$ cat src/common/sd_proto_pkg.sv
package sd_proto_pkg;

    // ========================================================================
    // Command and response frame layout
    // ========================================================================

    // Whole frame on the CMD line, start bit first
    localparam int cmd_frame_bits = 48;

    // Field widths
    localparam int cmd_index_bits = 6;
    localparam int cmd_arg_bits   = 32;
    localparam int crc7_bits      = 7;

    // Leading bits protected by the CRC: start, direction, index, argument
    localparam int crc_covered_bits = 40;

    // Bit positions counted from the end of the frame
    localparam int end_bit_pos   = 0;
    localparam int crc_field_lsb = 1;

    // ========================================================================
    // Fixed bit values
    // ========================================================================

    localparam logic start_bit_val = 1'b0;
    localparam logic end_bit_val   = 1'b1;

    // Host to card; responses from the card carry 0 here
    localparam logic host_dir_bit = 1'b1;

    // x^7 + x^3 + 1, the x^7 term is implicit
    localparam logic [crc7_bits-1:0] crc7_poly = 7'h09;

endpackage

$ cat src/common/sd_host_pkg.sv
package sd_host_pkg;

    // Cycles the receiver waits for a start bit before giving up
    localparam int resp_timeout_cycles = 64;

    // Turnaround after the host releases the CMD line
    localparam int resp_guard_cycles = 2;

    // Bit counter of the serializer
    localparam int frame_cnt_bits = $clog2(sd_proto_pkg::cmd_frame_bits);
    typedef logic [frame_cnt_bits-1:0] frame_cnt_t;

    // Receiver counter covers guard, timeout window and frame capture
    localparam int rx_cnt_bits =
        (resp_timeout_cycles > sd_proto_pkg::cmd_frame_bits) ?
        $clog2(resp_timeout_cycles) : $clog2(sd_proto_pkg::cmd_frame_bits);
    typedef logic [rx_cnt_bits-1:0] rx_cnt_t;

    // Sequencer FSM states
    typedef enum logic [1:0] {
        seq_idle,
        seq_sending,
        seq_receiving,
        seq_acking
    } seq_state_t;

endpackage

$ cat src/source/sd_crc7.sv
`timescale 1ns/1ps

module sd_crc7 (
    input  logic                                clk_fast,
    input  logic                                arst_n,
    input  logic                                clear,
    input  logic                                en,
    input  logic                                din,
    output logic [sd_proto_pkg::crc7_bits-1:0]  crc
);

    logic feedback;

    // Incoming bit against the top of the register
    assign feedback = din ^ crc[sd_proto_pkg::crc7_bits-1];

    always_ff @(posedge clk_fast or negedge arst_n) begin
        if (!arst_n) begin
            crc <= '0;
        end else if (clear) begin
            crc <= '0;
        end else if (en) begin
            crc <= {crc[sd_proto_pkg::crc7_bits-2:0], 1'b0}
                 ^ (feedback ? sd_proto_pkg::crc7_poly : '0);
        end
    end

endmodule

$ cat src/sd_cmd/sd_cmd_sequencer.sv
`timescale 1ns/1ps

module sd_cmd_sequencer (
    input  logic clk_fast,
    input  logic arst_n,
    input  logic req,
    input  logic resp_expected,
    input  logic sent,
    input  logic done,
    output logic ack,
    output logic start,
    output logic listen
);

    sd_host_pkg::seq_state_t state;

    // One cycle between taking the request and starting the serializer
    logic accepted;

    // ========================================================================
    // Request FSM
    // ========================================================================

    always_ff @(posedge clk_fast or negedge arst_n) begin
        if (!arst_n) begin
            state    <= sd_host_pkg::seq_idle;
            accepted <= 1'b0;
            start    <= 1'b0;
            listen   <= 1'b0;
            ack      <= 1'b0;
        end else begin
            // Pulses by default
            accepted <= 1'b0;
            start    <= accepted;
            listen   <= 1'b0;

            case (state)
                sd_host_pkg::seq_idle: begin
                    if (req && !ack) begin
                        accepted <= 1'b1;
                        state    <= sd_host_pkg::seq_sending;
                    end
                end
                sd_host_pkg::seq_sending: begin
                    if (sent) begin
                        if (resp_expected) begin
                            listen <= 1'b1;
                            state  <= sd_host_pkg::seq_receiving;
                        end else begin
                            ack   <= 1'b1;
                            state <= sd_host_pkg::seq_acking;
                        end
                    end
                end
                sd_host_pkg::seq_receiving: begin
                    if (done) begin
                        ack   <= 1'b1;
                        state <= sd_host_pkg::seq_acking;
                    end
                end
                sd_host_pkg::seq_acking: begin
                    // Results stay valid until the requester drops req
                    if (!req) begin
                        ack   <= 1'b0;
                        state <= sd_host_pkg::seq_idle;
                    end
                end
                default: begin
                    state <= sd_host_pkg::seq_idle;
                end
            endcase
        end
    end

endmodule

$ cat src/sd_cmd/sd_cmd_serializer.sv
`timescale 1ns/1ps

module sd_cmd_serializer (
    input  logic                                    clk_fast,
    input  logic                                    arst_n,
    input  logic                                    start,
    input  logic [sd_proto_pkg::cmd_index_bits-1:0] cmd_index,
    input  logic [sd_proto_pkg::cmd_arg_bits-1:0]   cmd_arg,
    output logic                                    sd_cmd_out,
    output logic                                    sd_cmd_oe,
    output logic                                    sent
);

    logic [sd_proto_pkg::cmd_frame_bits-1:0] shift_reg;
    sd_host_pkg::frame_cnt_t                 bit_cnt;
    logic [sd_proto_pkg::crc7_bits-1:0]      crc;
    logic                                    crc_phase;
    logic                                    crc_en;
    logic                                    tx_bit;

    // CRC slot follows the covered bits
    assign crc_phase = bit_cnt >= sd_host_pkg::frame_cnt_t'(sd_proto_pkg::crc_covered_bits)
                    && bit_cnt < sd_host_pkg::frame_cnt_t'(
                           sd_proto_pkg::crc_covered_bits + sd_proto_pkg::crc7_bits);

    // Feeding the CRC its own top bit shifts it out unchanged
    assign tx_bit = crc_phase ? crc[sd_proto_pkg::crc7_bits-1] : shift_reg[$high(shift_reg)];
    assign crc_en = sd_cmd_oe && bit_cnt < sd_host_pkg::frame_cnt_t'(
                        sd_proto_pkg::crc_covered_bits + sd_proto_pkg::crc7_bits);

    // Line idles high when released
    assign sd_cmd_out = sd_cmd_oe ? tx_bit : 1'b1;

    sd_crc7 i_crc (
        .clk_fast (clk_fast),
        .arst_n   (arst_n),
        .clear    (start),
        .en       (crc_en),
        .din      (tx_bit),
        .crc      (crc)
    );

    // ========================================================================
    // Frame shift register
    // ========================================================================

    always_ff @(posedge clk_fast) begin
        if (start) begin
            shift_reg <= {sd_proto_pkg::start_bit_val, sd_proto_pkg::host_dir_bit,
                          cmd_index, cmd_arg, {sd_proto_pkg::crc7_bits{1'b0}},
                          sd_proto_pkg::end_bit_val};
        end else if (sd_cmd_oe) begin
            shift_reg <= {shift_reg[$high(shift_reg)-1:0], 1'b1};
        end
    end

    always_ff @(posedge clk_fast or negedge arst_n) begin
        if (!arst_n) begin
            sd_cmd_oe <= 1'b0;
            bit_cnt   <= '0;
            sent      <= 1'b0;
        end else begin
            sent <= sd_cmd_oe
                 && bit_cnt == sd_host_pkg::frame_cnt_t'(sd_proto_pkg::cmd_frame_bits - 2);
            if (start) begin
                sd_cmd_oe <= 1'b1;
                bit_cnt   <= '0;
            end else if (sd_cmd_oe) begin
                bit_cnt <= bit_cnt + 1'b1;
                // Release after the end bit
                if (bit_cnt == sd_host_pkg::frame_cnt_t'(sd_proto_pkg::cmd_frame_bits - 1)) begin
                    sd_cmd_oe <= 1'b0;
                end
            end
        end
    end

endmodule

$ cat src/sd_cmd/sd_resp_receiver.sv
`timescale 1ns/1ps

module sd_resp_receiver (
    input  logic                                    clk_fast,
    input  logic                                    arst_n,
    input  logic                                    listen,
    input  logic                                    sd_cmd_in,
    output logic [sd_proto_pkg::cmd_frame_bits-1:0] resp,
    output logic                                    crc_err,
    output logic                                    timeout,
    output logic                                    done
);

    typedef enum logic [1:0] {
        rx_idle,
        rx_guard,
        rx_hunt,
        rx_capture
    } rx_phase_t;

    rx_phase_t                               phase;
    sd_host_pkg::rx_cnt_t                    cnt;
    logic [sd_proto_pkg::crc7_bits-1:0]      crc;
    logic                                    crc_en;
    logic [sd_proto_pkg::cmd_frame_bits-1:0] rx_frame;

    // Frame as it stands once the current bit is in
    assign rx_frame = {resp[$high(resp)-1:0], sd_cmd_in};

    // Start bit plus the covered bits behind it
    assign crc_en = (phase == rx_hunt && sd_cmd_in == sd_proto_pkg::start_bit_val)
                 || (phase == rx_capture
                     && cnt < sd_host_pkg::rx_cnt_t'(sd_proto_pkg::crc_covered_bits));

    sd_crc7 i_crc (
        .clk_fast (clk_fast),
        .arst_n   (arst_n),
        .clear    (listen),
        .en       (crc_en),
        .din      (sd_cmd_in),
        .crc      (crc)
    );

    // Response shifts straight into the output register
    always_ff @(posedge clk_fast) begin
        if (crc_en || phase == rx_capture) begin
            resp <= rx_frame;
        end
    end

    // ========================================================================
    // Guard, start bit search and capture
    // ========================================================================

    always_ff @(posedge clk_fast or negedge arst_n) begin
        if (!arst_n) begin
            phase   <= rx_idle;
            cnt     <= '0;
            crc_err <= 1'b0;
            timeout <= 1'b0;
            done    <= 1'b0;
        end else begin
            done <= 1'b0;
            cnt  <= cnt + 1'b1;
            if (listen) begin
                phase   <= rx_guard;
                cnt     <= '0;
                crc_err <= 1'b0;
                timeout <= 1'b0;
            end else begin
                case (phase)
                    rx_guard: begin
                        if (cnt == sd_host_pkg::rx_cnt_t'(sd_host_pkg::resp_guard_cycles - 1)) begin
                            phase <= rx_hunt;
                            cnt   <= '0;
                        end
                    end
                    rx_hunt: begin
                        if (sd_cmd_in == sd_proto_pkg::start_bit_val) begin
                            phase <= rx_capture;
                            cnt   <= sd_host_pkg::rx_cnt_t'(1);
                        end else if (cnt == sd_host_pkg::rx_cnt_t'(
                                         sd_host_pkg::resp_timeout_cycles - 1)) begin
                            // Card never answered
                            phase   <= rx_idle;
                            timeout <= 1'b1;
                            done    <= 1'b1;
                        end
                    end
                    rx_capture: begin
                        if (cnt == sd_host_pkg::rx_cnt_t'(sd_proto_pkg::cmd_frame_bits - 1)) begin
                            phase   <= rx_idle;
                            done    <= 1'b1;
                            crc_err <= (rx_frame[sd_proto_pkg::crc_field_lsb +:
                                                 sd_proto_pkg::crc7_bits] != crc)
                                    || (rx_frame[sd_proto_pkg::end_bit_pos]
                                        != sd_proto_pkg::end_bit_val);
                        end
                    end
                    default: begin
                        cnt <= '0;
                    end
                endcase
            end
        end
    end

endmodule

$ cat src/source/sd_cmd_host.sv
`timescale 1ns/1ps

module sd_cmd_host (
    input  logic                                    clk_fast,
    input  logic                                    arst_n,
    input  logic                                    req,
    input  logic [sd_proto_pkg::cmd_index_bits-1:0] cmd_index,
    input  logic [sd_proto_pkg::cmd_arg_bits-1:0]   cmd_arg,
    input  logic                                    resp_expected,
    input  logic                                    sd_cmd_in,
    output logic                                    ack,
    output logic [sd_proto_pkg::cmd_frame_bits-1:0] resp,
    output logic                                    resp_crc_err,
    output logic                                    resp_timeout,
    output logic                                    sd_cmd_out,
    output logic                                    sd_cmd_oe
);

    // Stage handshakes
    logic start;
    logic sent;
    logic listen;
    logic done;

    sd_cmd_sequencer i_sequencer (
        .clk_fast      (clk_fast),
        .arst_n        (arst_n),
        .req           (req),
        .resp_expected (resp_expected),
        .sent          (sent),
        .done          (done),
        .ack           (ack),
        .start         (start),
        .listen        (listen)
    );

    sd_cmd_serializer i_serializer (
        .clk_fast   (clk_fast),
        .arst_n     (arst_n),
        .start      (start),
        .cmd_index  (cmd_index),
        .cmd_arg    (cmd_arg),
        .sd_cmd_out (sd_cmd_out),
        .sd_cmd_oe  (sd_cmd_oe),
        .sent       (sent)
    );

    sd_resp_receiver i_receiver (
        .clk_fast  (clk_fast),
        .arst_n    (arst_n),
        .listen    (listen),
        .sd_cmd_in (sd_cmd_in),
        .resp      (resp),
        .crc_err   (resp_crc_err),
        .timeout   (resp_timeout),
        .done      (done)
    );

endmodule

$ cat config.mk
export PLATFORM = sky130hd
export DESIGN_NAME = sd_cmd_host
export DESIGN_NICKNAME = d
export VERILOG_FILES = /design/src/common/sd_proto_pkg.sv /design/src/common/sd_host_pkg.sv /design/src/source/sd_crc7.sv /design/src/sd_cmd/sd_cmd_sequencer.sv /design/src/sd_cmd/sd_cmd_serializer.sv /design/src/sd_cmd/sd_resp_receiver.sv /design/src/source/sd_cmd_host.sv
export SDC_FILE = /design/constraint.sdc
export NUM_CORES = 1
export LEC_CHECK = 0
export BUFFER_PORTS_ARGS = -buffer_cell sky130_fd_sc_hd__buf_2
export CAP_MARGIN = 10
export CELL_PAD_IN_SITES_DETAIL_PLACEMENT = 0
export CELL_PAD_IN_SITES_GLOBAL_PLACEMENT = 2
export CORE_ASPECT_RATIO = 1.2
export CORE_MARGIN = 8
export CORE_UTILIZATION = 35
export DETAILED_ROUTE_END_ITERATION = 10
export PLACE_DENSITY = 0.83
export SYNTH_ARGS = -nofsm -noshare
export SYNTH_HDL_FRONTEND = slang
export SYNTH_HIERARCHICAL = 1
export SYNTH_SLANG_ARGS = --single-unit
export TNS_END_PERCENT = 10
$ cat constraint.sdc
create_clock -name clk_fast -period 2.2 [get_ports clk_fast]
set_input_delay 0 -clock clk_fast [delete_from_list [all_inputs] [get_ports clk_fast]]
set_output_delay 0 -clock clk_fast [all_outputs]
set_load 0.01 [all_outputs]
==> flow_results.org <==
** Die
- The initialized floorplan defines 50 standard-cell rows.
- Die area :: ~20000 um2
- The floorplan step defined a core boundary enclosing about 16000 um2.
- Die width :: between 100 and 150 um
- Vert. Die Dim :: 154 um
- Number of top-level design ports :: 96
- Once the floorplan was initialized, standard cells occupied a little over a third of the core.

** STA
- In this run the tightest slew margin relative to its limit is approximately two fifths.
- The number of pins exceeding their max-slew limit in the final report was 0.
- Setup TNS :: 0 ns
- Unrepaired setup endpoints after global routing :: no
- On the final layout, the worst clock skew is ~0.008 ns.
- Setup violations remaining at the end of the flow were counted as 0.
- Time the worst path needs with I/O delays and setup :: approximately 1.8 ns
- Highest achievable clock rate :: between 500 and 600 MHz
- Crit path setup slack, layout :: around 0.42 ns
- On the final layout, the worst hold slack is 0.250 ns.
- After layout, the worst path uses 80.8% of the clock period.
- Final number of hold-violating endpoints :: 0
- Worst-Margin Slew :: slightly above 0.9 ns

** Setup path
- Endpoint kind of the worst setup timing path :: flop
- On the worst path, the slowest cell contributes a delay of approximately 0.71 ns.
- CP Class :: flop to flop
- STA classifies the critical path startpoint as a flop.
- Launching point of the worst reg2reg path :: i_sequencer/start
- Slowest cell on the critical path :: sky130_fd_sc_hd__nor2b_2
- Destination of the worst register-to-register timing path :: i_serializer/shift_reg[13]
- The worst register-to-register path has a setup slack of roughly 0.42 ns.
- Data required time of the worst path :: 2.47 ns
- Walking the worst path, the cells encountered are nor2b_2, buf_4, a22o_1.
- Number of cell instances on the worst register-to-register path :: 3
- Arrival @ worst endpoint :: slightly above 2 ns
- In this run the worst path has a maximum fanout of 23.
- Critical Path End :: i_serializer/shift_reg[13]
- The critical path starts at i_sequencer/start.
- WP depth :: 3
- Largest delay contributor family on the critical path :: simple AND/OR/NAND/NOR gates
- Together, buffers and inverters on the worst path number 1.

** Clock network
- Clock tree from TritonCTS :: built
- Clock insertion delay at the later pin of the skew report :: just over 0.4 ns
- Setup bufs post-CTS :: 0
- In this run the deepest clock path goes through 2 buffers.
- Library cell used as clock root buffer :: sky130_fd_sc_hd__clkbuf_16
- After clock tree synthesis, the clock-pin slew on the worst setup and hold paths is 0.06 ns.
- The clock tree synthesis step divided the H-tree into 4 levels.
- Inserted Clock Buffers :: 17
- Sinks on the clock net :: approximately 130

** Yosys
- For this run, asynchronously set or reset flops after synthesis account for between 20% and 30%.
- Among all flip-flop cells after synthesis, the most frequent one is sky130_fd_sc_hd__edfxtp_1.
- For this run, the register share of the synthesized area comes to 67.6%.
- Counting every net in the synthesized netlist gives 433.
- The average instance in the mapped netlist occupies roughly 15 um2.
- Post-synth top area share :: 46.7%
- The synthesized design contains between 80 and 90 enable-type register cells.
- List of most frequent post-synthesis cells :: 86 x sky130_fd_sc_hd__edfxtp_1, 43 x sky130_fd_sc_hd__nor2_1, 39 x sky130_fd_sc_hd__dfrtp_1
- Synth warnings :: 6
- By instance count, the leading cell after synthesis is sky130_fd_sc_hd__edfxtp_1.
- Top area cells in the synthesized netlist :: sky130_fd_sc_hd__edfxtp_1 47%, sky130_fd_sc_hd__dfrtp_1 18%, sky130_fd_sc_hd__a22o_1 5.9%
- Cells after synthesis :: 377
- Cell variety after synth :: 55
- Most area-hungry cell type in the Yosys netlist :: sky130_fd_sc_hd__edfxtp_1
- The synthesized design contains around 130 register bits.
- Synthesized area :: 5530 um2

** Finish
- Non-filler cells in the finished layout :: 740
- Synth-to-Final Area Change :: 30.7%
- Antenna fix cells :: 0
- Final nets :: 575
- Cells with a size suffix above 1 make up between 20% and 30% of the layout.
- Fill cell instance count of the final layout :: between 1000 and 1500
- Flip-flop count of the largest register after layout :: 48

** GRT
- Overall track demand over capacity in global routing :: a little under an eighth
- For this run the aggregate overflow at the end of global routing stands at 0.
- The first global-routing pass estimated about 19000 um of wire.
- The initial antenna violation count was 0.
- The number of global-route vias before repair came to roughly 3700.
- Entering global routing, the biggest net connects 65 pins.

** Routing
- Wire length per cell :: between 15 and 20 um
- Vias post-DR :: ~3500
- For this block, the initial DRC count from the detailed router was 171.
- After detailed routing, the total wire length is about 11000 um.
- Count of nets left with antenna violations after detail routing :: 0
- TritonRoute pass-1 iters :: 4
- For this run, design rule violations remaining after detail routing come to 0.
- Number of vias per cell :: between 4 and 5

** Pwr
- Comb power frac :: 20.1%
- Overall power consumption after layout is estimated at 8.32 mW.
- The internal portion of the total power is just under 6 mW.
- IR analysis of the VDD net gives a maximum drop of 0.541 mV.
- Per report_power, the clock group accounts for between 30% and 40% of the total.
- Static power due to leakage :: between 2 and 3 nW
- Switching share of total power :: 29.2%
- In this run the power spent charging and discharging nets is 2.43 mW.
- In this run the power density over the cells is ~1200 nW/um2.
- Per report_power, the sequential group accounts for 45.4% of the total.

** Placement
- Before CTS, the worst setup slack after placement is ~0.43 ns.
- Number of cells in the design after placement :: around 670
- Global placement routability congestion :: 0.712
- Dpl hpwl :: 7050 um
- Input and output buffers added on the ports amount to 95.

** Worst hold path
- The path class of the tightest hold or removal check is input port to asynchronous set/reset pin.

** Flow run
- Number of maximum-capacitance constraint violations :: 0

** Status
- Outcome :: finished clean
per-layer routing:
metal	track usage [%]	wire, um	up-vias
li1	-	-	1676
met1	14.4	5170	1686
met2	18.9	5320	85
met3	3.70	719	12
met4	4.93	153	0
met5	0	0	-
cells by family after synthesis:
group / after synthesis / share of synthesized area, %
adder cells (fa/ha/maj): 13 / 2.94
XOR/XNOR: 17 / 2.69
AO/OA/AOI/OAI: 67 / 10.9
AND/OR/NAND/NOR: 93 / 8.71
multiplexers: 21 / 3.89
flip-flops: 134 / 67.6
buffers and inverters: 32 / 3.19
through the flow:
step / utilization [%] / area, um2
after global placement: 39.9 / 6200
after floorplan: - / 5530
after CTS: 46.6 / 7220
after global routing: 46.6 / 7220
after detailed placement: 39.9 / 6200
final: 46.6 / 7220
how the worst min path moves through the flow:
stage	startpoint	to	slack, ns
global placement	arst_n	i_sequencer/state[0]	0.18
global route	arst_n	i_sequencer/state[0]	0.34
finish	arst_n	i_receiver/timeout	0.25
floorplan	arst_n	i_receiver/cnt[0]	-0.30
CTS	arst_n	i_receiver/timeout	0.27
detailed placement	arst_n	i_sequencer/state[0]	0.19
layout make-up:
| class | instances | area (um2) | share of cell area, % |
|---|---|---|---|
| repair buffers | 143 | 953 | 13.2 |
| clock buffers | 18 | 439 | 6.08 |
| clock inverters | 14 | 168 | 2.32 |
| flip-flops and latches | 134 | 3740 | 51.8 |
| multi-input cells | 211 | 1620 | 22.4 |
| inverters | 12 | 45.0 | 0.624 |
| well taps | 208 | 260 | 3.60 |
power groups by stage:
| stage | combinational [mW] | clock, mW | sequential (mW) |
|---|---|---|---|
| after global placement | 1.62 | 0 | 3.81 |
| after detailed placement | 1.65 | 0 | 3.83 |
| after CTS | 1.71 | 2.96 | 3.79 |
| final | 1.67 | 2.87 | 3.78 |
| after floorplan | 0.751 | 0 | 3.98 |
| after global routing | 1.83 | 3.04 | 3.86 |
cell usage in the layout, fill, tap and decap left out, types with 13 or more instances in the layout:
master	count
sky130_fd_sc_hd__dfrtp_1	38
sky130_fd_sc_hd__clkbuf_16	17
sky130_fd_sc_hd__nand2_1	15
sky130_fd_sc_hd__nor2_1	43
sky130_fd_sc_hd__buf_2	95
sky130_fd_sc_hd__a22o_1	37
sky130_fd_sc_hd__dlygate4sd3_1	42
sky130_fd_sc_hd__ha_1	13
sky130_fd_sc_hd__edfxtp_1	86
sky130_fd_sc_hd__mux2i_1	20
what timing repair did:
item | in CTS | in global routing
hold buffers | 42 | 0
endpoints found under the hold margin | 82 | 0
gates resized for setup | 0 | 0
Note: power is estimated with default switching activity, not from simulation.
